<file path="src/hdc_pkg.sv">
package hdc_pkg;

    // hypervector geometry
    localparam int HV_WIDTH = 64;

    typedef logic [HV_WIDTH-1:0] hv_t;

    // item memory
    localparam int ITEM_DEPTH  = 512;
    localparam int ITEM_ADDR_W = $clog2(ITEM_DEPTH);

    typedef logic [ITEM_ADDR_W-1:0] item_addr_t;

    // hardware threads, issued round-robin
    localparam int NUM_THREADS = 10;

    typedef logic [$clog2(NUM_THREADS)-1:0] thread_id_t;

    // instruction word
    localparam int INST_W = 16;

    typedef logic [INST_W-1:0] inst_t;

    // instruction bit positions
    localparam int INST_MEM      = 15;
    localparam int INST_PERM     = 14;
    // with INST_MEM this selects a load
    localparam int INST_XOR      = 13;
    // with INST_MEM this selects a write-back
    localparam int INST_STORE    = 12;
    localparam int INST_MOVE     = 11;
    localparam int INST_LAST     = 10;
    localparam int INST_SIGN     = 9;
    localparam int INST_ADDR_MSB = 8;
    localparam int INST_ROT_MSB  = 5;

    typedef logic [INST_ROT_MSB:0] rot_amt_t;

    // bundler counters, signed and saturating
    localparam int BUNDLE_CNT_W = 6;

    typedef logic signed [BUNDLE_CNT_W-1:0] bundle_cnt_t;

    // xorshift seed, must be nonzero
    localparam logic [63:0] RAND_SEED = 64'h0123456789abcdef;

    // core result toward top level and bundler
    typedef struct packed {
        logic store;
        logic last;
        hv_t  result;
    } store_out_t;

endpackage

</file>
<file path="src/hv_random_gen.sv">
`timescale 1ns/1ps

module hv_random_gen (
    input  logic         clk,
    input  logic         reset,
    input  logic         advance,
    output hdc_pkg::hv_t rand_vec
);
    import hdc_pkg::*;

    hv_t state;
    hv_t step_a;
    hv_t step_b;
    hv_t state_next;

    // xorshift64 with shifts 13, 7, 17
    always_comb begin
        step_a     = state ^ (state << 13);
        step_b     = step_a ^ (step_a >> 7);
        state_next = step_b ^ (step_b << 17);
    end

    always_ff @(posedge clk) begin
        if (reset) begin
            state <= hv_t'(RAND_SEED);
        end else if (advance) begin
            state <= state_next;
        end
    end

    assign rand_vec = state;

    // zero is a fixed point of xorshift
    a_state_nonzero: assert property (@(posedge clk) disable iff (reset) state != '0);

endmodule
</file>
<file path="config.mk">
export PLATFORM = sky130hd
export DESIGN_NAME = hv_random_gen
export DESIGN_NICKNAME = d
export VERILOG_FILES = /design/src/hdc_pkg.sv /design/src/hv_random_gen.sv
export SDC_FILE = /design/constraint.sdc
export NUM_CORES = 1
export LEC_CHECK = 0
export ABC_AREA = 0
export BUFFER_PORTS_ARGS = -buffer_cell sky130_fd_sc_hd__buf_2
export CAP_MARGIN = 20
export CORE_UTILIZATION = 53
export DETAILED_ROUTE_END_ITERATION = 16
export GPL_TIMING_DRIVEN = 0
export PLACE_DENSITY_LB_ADDON = 0.3
export RECOVER_POWER = 25
export SLEW_MARGIN = 20
export SYNTH_ARGS = -nofsm -noshare
export SYNTH_HDL_FRONTEND = slang
export SYNTH_SLANG_ARGS = --single-unit
</file>
<file path="constraint.sdc">
create_clock -name clk -period 1.8 [get_ports clk]
set_input_delay 0.09 -clock clk [delete_from_list [all_inputs] [get_ports clk]]
set_output_delay 0.09 -clock clk [all_outputs]
set_load 0.005 [all_outputs]
</file>
# Yosys cells after proc, flatten, opt, wreduce, memory -nomap -nowiden
# Cells that the tools add are included.
classes:
  bitwise_logic: 3
ops:
  columns: ["cell", "n"]
  rows:
  - ["$xor 64x64->64", 2]
  - ["$xor 64x57->64", 1]
word_totals:
  in_bits: 3
  elab_cells: 4
  reg_bits: 64
  output_inout_bits: 64

# Depth between registers and ports, before layout
depth:
  depth_word: 3
  mapped_depth: 5

# Worst setup path after synthesis
# No wires, ideal clock.
synth_path:
  path_kind: "flip-flop to flip-flop"
  startpoint: "register state[8] (netlist: rand_vec[8])"
  endpoint: "register state[21] (netlist: rand_vec[21])"
  arrival_ps: 1641
  setup_time_ps: 132
  path_slack_ps: 27
  path_stages_with_launch: 6
  n_path_buf: 1
  path_cell_list: "dfxtp_1 > buf_2 > xnor3_1 > xnor2_1 > o21ai_0 > or3b_2"
synth_via:
  elab_chain_len: 3
synth_rtl:
  columns: ["element", "line", "rtl"]
  rows:
  - ["from (decl)", "hv_random_gen.sv:11", "hv_t state;"]
  - ["from (signal assigned)", "hv_random_gen.sv:25", "state <= hv_t'(RAND_SEED);"]
  - ["from (signal assigned)", "hv_random_gen.sv:27", "state <= state_next;"]
  - ["$xor 64x64->64", "hv_random_gen.sv:18", "step_a = state ^ (state << 13);"]
  - ["$xor 64x57->64", "hv_random_gen.sv:19", "step_b = step_a ^ (step_a >> 7);"]
  - ["$xor 64x64->64", "hv_random_gen.sv:20", "state_next = step_b ^ (step_b << 17);"]
# No other way between the ends.
# A chain may end at the register's enable or synchronous reset.

# Final worst setup path
layout_path:
  startpoint: "register state[38] (netlist: rand_vec[38])"
  endpoint: "register state[31] (netlist: rand_vec[31])"
# The elaborated chain is that of the path after synthesis.

==> flow_summary_export.csv <==
group,metric,value,unit
run_status,status,"finished clean",
sta,fmax,0.560,GHz
critical_path,endpoint_kind,"flip-flop",
layout,stdcell_count,635,
global_routing,grt_pass1_wl,19600,um
logic_synthesis,ys.flop_type,"dfxtp_1",
critical_path,crit_slowest_cell,"xnor3_1",
logic_synthesis,synth_cells,445,
critical_path,start_kind,"flip-flop",
placed_design,placed_cells,619,
logic_synthesis,syn_area,4720,sq um
logic_synthesis,ys_types,37,
floorplan,die_w,96.4,um
clock_network,clock_path_buffers,2,
pwr,peakVddDrop,0.932,mV
sta,finalCritPeriodShare,99.2,%
logic_synthesis,synth_edf_count,0,
floorplan,core,8680,sq um
floorplan,rows,34,
pwr,power.density,2410,nW/um^2
sta,timing.slew.headroom,50.7,%
clock_network,numCtsBuffers,9,
routing,wirelength,13600,um
global_routing,grt_pass1_vias,3411,
flow_run,max_cap_violations,0,
layout,fillers,703,
critical_path,crit_family,"XOR/XNOR gates",
critical_path,cp_max_fo,2,
floorplan,ioPinCount,67,
routing,wire_per_inst,21.4,um
critical_path,path_cells,"xor3_1 -> xnor3_1 -> o21ai_1 -> or3b_1",
pwr,p_leak,2.65,nW
global_routing,grt_max_degree,11,
global_routing,grt_antenna_before_repair,0,
critical_path,critical_path_arrival,2.03,ns
sta,worstMarginPinSlew,0.740,ns
logic_synthesis,ys_seq_area_share,27.2,%
logic_synthesis,syn-num-nets,448,
layout,design_area,5720,sq um
sta,hold_ws,0.270,ns
clock_network,cts-root-buf,"clkbuf_8",
routing,via_per_inst,5.89,
floorplan,start_util,54.4,%
clock_network,clock_sinks,64,
logic_synthesis,ys_ff_latch,64,
routing,dr.pass1.iters,5,
logic_synthesis,synth_warnings,0,
layout,register_area,1320,sq um
sta,rsz0062_at_grt,"true",
routing,num_vias,3738,
logic_synthesis,syn_area_per_cell,10.6,sq um
placed_design,io_buffers,66,
layout,areaGrowthSynthToFinish,21.3,%
clock_network,htree_levels,3,
layout,multi_input_area,3450,sq um
global_routing,grt_overflow,0,
clock_network,clock_latency,0.37,ns
placed_design,placed_area,5180,sq um
layout,drive_above_1_share,29.6,%
sta,finClkSkew,0.0165,ns
sta,drv_slew,0,
layout,nets,526,
global_routing,grtUsageTotal,30.1,%
routing,drt_iter0_drc,225,
routing,drc,0,
clock_network,clkTransAtPathRegs,0.07,ns
floorplan,dieArea,9280,sq um
routing,ant_nets,0,
placed_design,gp_congestion,0.888,
floorplan,die_y,96.4,um
critical_path,max_stage_delay,0.41,ns
sta,fin_crit,1.79,ns
placed_design,dpl.hpwl,9150,um
layout,antenna_cells,0,
critical_path,worst-setup-path-type,"flip-flop to flip-flop",
clock_network,cts_tree,"done",
sta,setup_violations,0,
critical_path,cp.required,2.05,ns
worst_hold_path,worstHoldPathType,"input pin to flip-flop",
critical_path,cp_num_buf_inv,0,
layout,final_common_cell,"xnor2_1",
sta,final-hold-violation-count,0,
layout,layout_common_cells,"xnor2_1, buf_2, dfxtp_1, xnor3_1, a21oi_1",
layout,largest_reg_flops,64,
logic_synthesis,async_flop_share,0,%
-- cells in the mapped netlist, types with 2 or more instances --
library cell | count | area share (%)
dfxtp_1 | 64 | 27
xnor3_1 | 37 | 18
mux2i_1 | 4 | 0.85
xor2_1 | 21 | 3.9
inv_1 | 2 | 0.16
a211oi_1 | 7 | 1.1
xnor2_2 | 6 | 2.1
clkbuf_2 | 3 | 0.32
nand2b_1 | 12 | 1.6
o21bai_1 | 12 | 1.9
or3_1 | 6 | 0.80
nor2_1 | 29 | 2.3
or3b_1 | 5 | 0.93
o21ai_0 | 13 | 1.4
clkbuf_1 | 28 | 2.2
buf_2 | 10 | 1.1
nand2_1 | 2 | 0.16
and3_1 | 12 | 1.6
nor2b_1 | 11 | 1.5
a21oi_1 | 31 | 3.3
a31o_2 | 11 | 2.0
xor3_1 | 14 | 7.1
mux2_2 | 2 | 0.48
nor3_1 | 9 | 0.95
or3b_2 | 4 | 0.74
a211o_1 | 8 | 1.5
xnor2_1 | 72 | 13
-- worst paths after layout --
kind	start	endpoint	slack [ns]	cells past startpoint
max	rand_vec[38]	rand_vec[31]	0.01	4
min	reset	rand_vec[41]	0.27	4
min reg2reg	rand_vec[60]	rand_vec[60]	0.51	2
max reg2reg	rand_vec[38]	rand_vec[31]	0.01	4
-- routing by layer --
metal	vias to the layer above	share of wire [%]	global-route usage [%]
li1	1687	-	-
met1	1852	42	40.6
met2	167	48	48.6
met3	32	7.2	6.24
met4	0	2.2	9.07
met5	-	0	0
-- final cells by class --
class	instances	area share, %
multi-input combinational	337	60.3
tap	108	2.36
clock inverter	2	1.05
buffer	34	3.04
sequential	64	23.1
clock buffer	13	3.13
timing repair buffer	75	6.95
inverter	2	0.131
-- worst register-to-register path: cells and delay by family (launching register included) --
family           cells  cell delay (ns)
flip-flops           1             0.35
AO/OA/AOI/OAI        1             0.14
XOR/XNOR             2             0.81
AND/OR/NAND/NOR      1             0.36
-- per-stage QoR --
stage	power (W)	util, %	setup TNS (ns)	setup slack [ns]
final	0.0138	65.9	0	0.0141
after floorplan	0.00970	-	0	0.0271
after detailed placement	0.0114	59.7	-4.95	-0.369
after global routing	0.0145	65.9	-0.0160	-0.00651
after global placement	0.0111	59.7	-4.10	-0.320
after CTS	0.0133	64.2	-0.00768	-0.00768
-- report_power, final --
group          leakage (nW)  switching, W  internal [W]
registers             0.532      0.000862       0.00197
clock network         0.122      0.000619      0.000925
logic                  1.99       0.00373       0.00567
total                  2.65       0.00521       0.00857
-- repair_timing --
action | CTS | global route
buffers inserted | 4 | 5
endpoints found under the setup margin | 18 | 25
hold buffers | 0 | 0
resized for setup | 30 | 38
pin swaps | 4 | 5
-- logic make-up (layout without fill, tap and decap cells) --
| logic type | after synthesis | in the layout | synth area share, % |
|---|---|---|---|
| xor gates and xnor gates | 152 | 152 | 44.9 |
| and+or+nand+nor | 94 | 94 | 11.1 |
| AOI/OAI and AO/OA | 85 | 85 | 11.7 |
| DFF | 64 | 64 | 27.2 |
| buffers and inverters | 44 | 126 | 3.85 |
| muxes | 6 | 6 | 1.33 |
No activity file was read; power rests on OpenSTA's default activity.
