$ cat src/hdc_pkg.sv
package hdc_pkg;

    // hypervector geometry
    localparam int HV_WIDTH = 64;

    typedef logic [HV_WIDTH-1:0] hv_t;

    // item memory
    localparam int ITEM_DEPTH  = 512;
    localparam int ITEM_ADDR_W = $clog2(ITEM_DEPTH);

    typedef logic [ITEM_ADDR_W-1:0] item_addr_t;

    // hardware threads, issued round-robin
    localparam int NUM_THREADS = 10;

    typedef logic [$clog2(NUM_THREADS)-1:0] thread_id_t;

    // instruction word
    localparam int INST_W = 16;

    typedef logic [INST_W-1:0] inst_t;

    // instruction bit positions
    localparam int INST_MEM      = 15;
    localparam int INST_PERM     = 14;
    // with INST_MEM this selects a load
    localparam int INST_XOR      = 13;
    // with INST_MEM this selects a write-back
    localparam int INST_STORE    = 12;
    localparam int INST_MOVE     = 11;
    localparam int INST_LAST     = 10;
    localparam int INST_SIGN     = 9;
    localparam int INST_ADDR_MSB = 8;
    localparam int INST_ROT_MSB  = 5;

    typedef logic [INST_ROT_MSB:0] rot_amt_t;

    // bundler counters, signed and saturating
    localparam int BUNDLE_CNT_W = 6;

    typedef logic signed [BUNDLE_CNT_W-1:0] bundle_cnt_t;

    // xorshift seed, must be nonzero
    localparam logic [63:0] RAND_SEED = 64'h0123456789abcdef;

    // core result toward top level and bundler
    typedef struct packed {
        logic store;
        logic last;
        hv_t  result;
    } store_out_t;

endpackage

$ cat src/hv_bundler.sv
`timescale 1ns/1ps

module hv_bundler (
    input  logic         clk,
    input  logic         reset,
    input  logic         run,
    input  logic         store,
    input  hdc_pkg::hv_t data,
    output hdc_pkg::hv_t sign_vec
);
    import hdc_pkg::*;

    localparam bundle_cnt_t CNT_MAX = bundle_cnt_t'((1 << (BUNDLE_CNT_W - 1)) - 1);
    localparam bundle_cnt_t CNT_MIN = bundle_cnt_t'(-(1 << (BUNDLE_CNT_W - 1)));

    bundle_cnt_t cnt      [HV_WIDTH];
    bundle_cnt_t cnt_next [HV_WIDTH];

    // plus one per set bit, minus one per clear bit
    always_comb begin
        for (int i = 0; i < HV_WIDTH; i++) begin
            cnt_next[i] = cnt[i];
            if (store) begin
                if (data[i] && cnt[i] != CNT_MAX) begin
                    cnt_next[i] = cnt[i] + bundle_cnt_t'(1);
                end else if (!data[i] && cnt[i] != CNT_MIN) begin
                    cnt_next[i] = cnt[i] - bundle_cnt_t'(1);
                end
            end
        end
    end

    // sign taken from the updated counts, so it tracks the store directly
    always_ff @(posedge clk) begin
        for (int i = 0; i < HV_WIDTH; i++) begin
            if (reset || !run) begin
                cnt[i]      <= '0;
                sign_vec[i] <= 1'b0;
            end else begin
                cnt[i]      <= cnt_next[i];
                sign_vec[i] <= cnt_next[i] > 0;
            end
        end
    end

endmodule

$ cat config.mk
export PLATFORM = sky130hd
export DESIGN_NAME = hv_bundler
export DESIGN_NICKNAME = d
export VERILOG_FILES = /design/src/hdc_pkg.sv /design/src/hv_bundler.sv
export SDC_FILE = /design/constraint.sdc
export NUM_CORES = 2
export LEC_CHECK = 0
export BUFFER_PORTS_ARGS = -buffer_cell sky130_fd_sc_hd__buf_2
export CORE_MARGIN = 8
export CORE_UTILIZATION = 45
export DETAILED_ROUTE_END_ITERATION = 16
export PLACE_DENSITY = 0.68
export SYNTH_ARGS = -nofsm -noshare
export SYNTH_HDL_FRONTEND = slang
export SYNTH_SLANG_ARGS = --single-unit
$ cat constraint.sdc
create_clock -name clk -period 6.15 [get_ports clk]
set_input_delay 0.9225 -clock clk [delete_from_list [all_inputs] [get_ports clk]]
set_output_delay 0.9225 -clock clk [all_outputs]
set_load 0.01 [all_outputs]
# Word-level counts from Yosys, hierarchy flattened
# Memory sizes are Yosys's and may differ from the RTL's.
# Cells that the tools add are included.
dict set report word_totals {
  reg_bits 64
  mem_bits_rw 384
  input_bits 68
  output_inout_bits 64
  word_cells 839
  mem_count 1
}
# name depth word_bits rd rd_clocked_by_memory_dff write_ports line_no
set memory_table {}
lappend memory_table {cnt 64 6 64 0 64 hv_bundler.sv:16} ;# bundle_cnt_t cnt [HV_WIDTH];
dict set report classes {
  addsub 128
  magnitude_cmp 64
  eq_ne 128
  mux 259
  n_bitwise 64
  reduce_logical 194
}
# cell count
set ops {}
lappend ops {{two-way mux 6 bit} 256}
lappend ops {{!= test 6 bit (second input constant)} 128}
lappend ops {{adder 6 x 2 -> 6 bit (second input constant)} 64}
lappend ops {{> comparator 6 x 1 -> 1 bit (second input constant)} 64}
lappend ops {{subtractor 6 x 2 -> 6 bit (second input constant)} 64}
lappend ops {{logical AND 1 bit} 128}
lappend ops {{zero test 1 bit} 65}
lappend ops {{OR 1 bit} 64}
lappend ops {{two-way mux 1 bit} 3}
lappend ops {{logical OR 1 bit} 1}

# Logic depth before layout (Yosys ltp)
dict set report depth {
  ltp_word 6
  ltp_mapped 10
  ltp_nobuf 8
}

# Worst setup path before layout
# OpenSTA, ideal clock, no wires.
dict set report synth_path {
  path_type {in2reg}
  from {in data[14]}
  to {reg sign_vec[14]}
  setup_time_ps 122
  t_arrival_ps 2508
  required_time_ps 6028
  path_slack_ps 3520
  stages 7
  path_cell_list {clkbuf_1 > nor3_1 > a2bb2o_1 > a2111oi_0 > xnor2_1 > nand2_1 > o311a_1}
}
dict set report synth_between {
  elab_chain_len 6
  elab_cells_between_ends 7
}
# item line_no
set synth_lines {}
lappend synth_lines {{from (decl)} hv_bundler.sv:8} ;# input hdc_pkg::hv_t data,
lappend synth_lines {{zero test 1 bit} hv_bundler.sv:26} ;# end else if (!data[i] && cnt[i] != CNT_MIN) begin
lappend synth_lines {{logical AND 1 bit} hv_bundler.sv:26}
lappend synth_lines {{two-way mux 6 bit} hv_bundler.sv:26}
lappend synth_lines {{two-way mux 6 bit *} hv_bundler.sv:24} ;# if (data[i] && cnt[i] != CNT_MAX) begin
lappend synth_lines {{two-way mux 6 bit *} hv_bundler.sv:23} ;# if (store) begin
lappend synth_lines {{> comparator 6 x 1 -> 1 bit *} hv_bundler.sv:41} ;# sign_vec[i] <= cnt_next[i] > 0;
lappend synth_lines {{to (signal, indexed assignment)} hv_bundler.sv:41}
lappend synth_lines {{to (decl)} hv_bundler.sv:9} ;# output hdc_pkg::hv_t sign_vec
# Mark *: on every way between the ends. The rest lies on a longest branch, timed or not.
# A chain may end at the register's enable or synchronous reset.

# Final worst setup path
dict set report layout_path {
  from {in store}
  to {reg sign_vec[28]}
}
dict set report layout_between {
  elab_chain_len 2
}
# item line_no
set layout_lines {}
lappend layout_lines {{from (decl)} hv_bundler.sv:7} ;# input logic store,
lappend layout_lines {{two-way mux 6 bit} hv_bundler.sv:23}
lappend layout_lines {{> comparator 6 x 1 -> 1 bit} hv_bundler.sv:41}
# No other way between the ends.

==> run_results.csv <==
group,metric,value,unit
status,status,"finished, final reports clean",
clocking,htreeDepth,2,
route,first_pass_iters,5,
clocking,root_buffer,"clkbuf_16",
global_routing,grt_max_degree,94,
placed_design,place_congestion,0.856,
route,ant_nets,0,
synth,ys.flop_type,"dfxtp_1",
floorplanning,rows,96,
timing,clock.fmax,0.353,GHz
critical_path,cp_max_fo,93,
clocking,cts_tree,"done",
route,drc_errors,0,
synth,synth_nets,4153,
clocking,clk_path_buf_depth,3,
route,drtIter0Drc,1635,
timing,period_minus_slack,2.84,ns
power_and_ir_drop,power_density,234,nW/um^2
synth,synth-edff-count,0,
placed_design,hpwl,47.0,mm
global_routing,grt-ovfl-total,0,
synth,ys_types,89,
placed_design,portBuffers,131,
flow_run,maxCapViolCount,0,
power_and_ir_drop,p_sw_share,27.7,%
synth,yosysWarnings,0,
floorplanning,die-height,278,um
synth,synthCells,3893,
power_and_ir_drop,p_clk_share,42.4,%
clocking,cts_setup_buffers,0,
timing,rsz0062_at_grt,"false",
power_and_ir_drop,p_leak,12.9,nW
clocking,ctsResizeCount,0,
global_routing,track_usage,17.3,%
synth,synth_top_area_cell,"dfxtp_1",
synth,netlist_area,30800,um^2
finish,final_common_cell,"nor2_1",
route,routed_via_density,5.66,
global_routing,grt_pass1_vias,25400,
timing,hold_violations,0,
synth,yosysSeqAreaShare,29.1,%
timing,timing.hold.ws,0.523,ns
route,vias,27200,
timing,slew_violations,0,
synth,syn_area_per_cell,7.92,um^2
finish,fin_util,49.4,%
clocking,cts.sinks,448,
synth,synth_area_leaders,"dfxtp_1 29%, ha_1 7.8%, nor2_1 6.0%",
global_routing,antenna_found_initial,8,
clocking,clkLatencyLatePin,0.60,ns
floorplanning,io_pins,132,
route,wl_per_cell,14.5,um
power_and_ir_drop,p_seq_share,40.6,%
route,drt-total-wl,69.6,mm
synth,yosys_register_bits,448,
finish,drive_gt1_share,7.70,%
timing,final.setup.tns,0,ns
power_and_ir_drop,peakVddDrop,235,uV
power_and_ir_drop,p_switching,2.19,mW
floorplanning,die_w,278,um
finish,final_nets,4130,
timing,period_share,46.1,%
critical_path,slowest_delay,0.61,ns
timing,tightestPinTransition,0.958,ns
critical_path,cp.required,6.67,ns
finish,area_growth,9.44,%
critical_path,crit_path_end_kind,"flop",
critical_path,crit_slowest_cell,"inv_6",
critical_path,critPathArrivalTime,3.36,ns
clocking,cts_hold_buf,0,
timing,slew_headroom,35.3,%
finish,fin_area,33700,um^2
finish,fillers,6618,
global_routing,grt_pass1_wl,120,mm
critical_path,worst_setup_path_start_kind,"input pin",
floorplanning,core_area,68200,um^2
floorplanning,dieArea,77100,um^2
synth,synth_top_area_share,29.1,%
timing,setup_viol,0,
synth,async_flop_share,0,%
placed_design,placed_cell_area,31800,um^2
clocking,cts-buffers-inserted,53,
critical_path,critPathKind,"in -> reg",
floorplanning,start_util,45.2,%
timing,fin_skew,0.0138,ns
hold_path,hp-class,"reg -> reg",
clocking,clk_pin_slew,0.06,ns
finish,mostFrequentLayoutCells,"492 x nor2_1, 448 x dfxtp_1, 223 x nand2_1",
power_and_ir_drop,internal-power,5.72,mW
power_and_ir_drop,combinationalPowerShare,17.1,%
critical_path,path_cells,"buf_8, inv_6, buf_4, nor4_1, a2bb2oi_1, nor2_1, or4_1, a31oi_1",
kinds of logic (layout without fill, tap and decap cells):
| logic type | Yosys count | count (layout) | share of synthesized area [%] |
|---|---|---|---|
| other | 0 | 5 | 0 |
| AO/OA/AOI/OAI | 924 | 924 | 20.6 |
| adder cells (fa/ha/maj) | 192 | 192 | 7.79 |
| flip-flops | 448 | 448 | 29.1 |
| AND/OR/NAND/NOR | 1489 | 1489 | 25.0 |
| buffers and inverters | 441 | 459 | 5.61 |
| XOR/XNOR | 289 | 289 | 8.21 |
| multiplexers | 110 | 110 | 3.70 |
path summary, 6_finish.rpt:
kind	start	slack, ns	cells after the start	to
min	cnt[0][31]	0.52	2	cnt[0][31]
max	store	3.31	8	sign_vec[28]
max reg2reg	cnt[0][6]	3.76	8	sign_vec[1]
min reg2reg	cnt[0][31]	0.52	2	cnt[0][31]
registers in the layout (all words and copies together) (netlist names):
name,cells
sign_vec,64
cnt,384
stage by stage:
step | instances | total power, mW | worst slack, ns
3_5_place_dp | 4697 | 4.61 | 2.68
3_3_place_gp | 4697 | 4.60 | 2.72
5_1_grt | 4796 | 8.34 | 3.12
2_1_floorplan | 3893 | 4.30 | 3.52
6_report | 4798 | 7.91 | 3.31
4_1_cts | 4793 | 8.03 | 3.31
final cells by class:
type	instances	area, um^2	share of cell area (%)
clock inverters	20	287	0.849
inverters	220	831	2.46
diodes	5	12.5	0.0371
flip-flops and latches	448	8970	26.6
multi-input cells	3004	20100	59.7
well taps	882	1100	3.27
clock buffers	76	1600	4.73
repair buffers	143	793	2.35
critical path: cells and delay by family:
family | cells | cell delay (ns)
AOI/OAI and AO/OA | 2 | 0.46
and+or+nand+nor | 3 | 0.73
buffers and inverters | 3 | 1.20
synthesized netlist by cell type (16+ instances only):
master	number
o21ai_0	155
and3_1	57
o31ai_1	16
o2111ai_1	18
nand3_1	102
a2bb2oi_1	18
o21a_1	37
and2_1	67
or3_1	40
nand2b_1	68
a32oi_1	32
nand3b_1	18
xnor2_1	204
buf_2	33
nor4b_1	44
xor2_1	85
nor2_1	492
nand4b_1	23
dfxtp_1	448
nor2b_1	58
nand2_1	223
nand4_1	48
inv_1	220
o211ai_1	22
o311a_1	22
mux2i_1	79
a31oi_1	80
mux2_2	31
clkbuf_1	167
a21oi_1	209
a211oi_1	20
o22ai_1	16
o221ai_1	23
ha_1	192
nor3_1	118
nor4_1	35
a21o_1	23
power by group through the flow:
stage	Clock (mW)	Combinational, mW	Sequential [mW]
final	3.35	1.35	3.21
after global routing	3.58	1.53	3.23
after CTS	3.47	1.35	3.20
after detailed placement	0	1.34	3.27
after global placement	0	1.33	3.27
after floorplan	0	1.10	3.21
routing by layer:
metal | vias to the layer above | track usage, % | wire length [um]
met2 | 515 | 29.0 | 31600
met5 | - | 0 | 56
met4 | 8 | 4.80 | 1450
met3 | 121 | 3.18 | 3360
met1 | 12600 | 22.7 | 33100
li1 | 14000 | - | -
No activity file was read; power rests on OpenSTA's default activity.
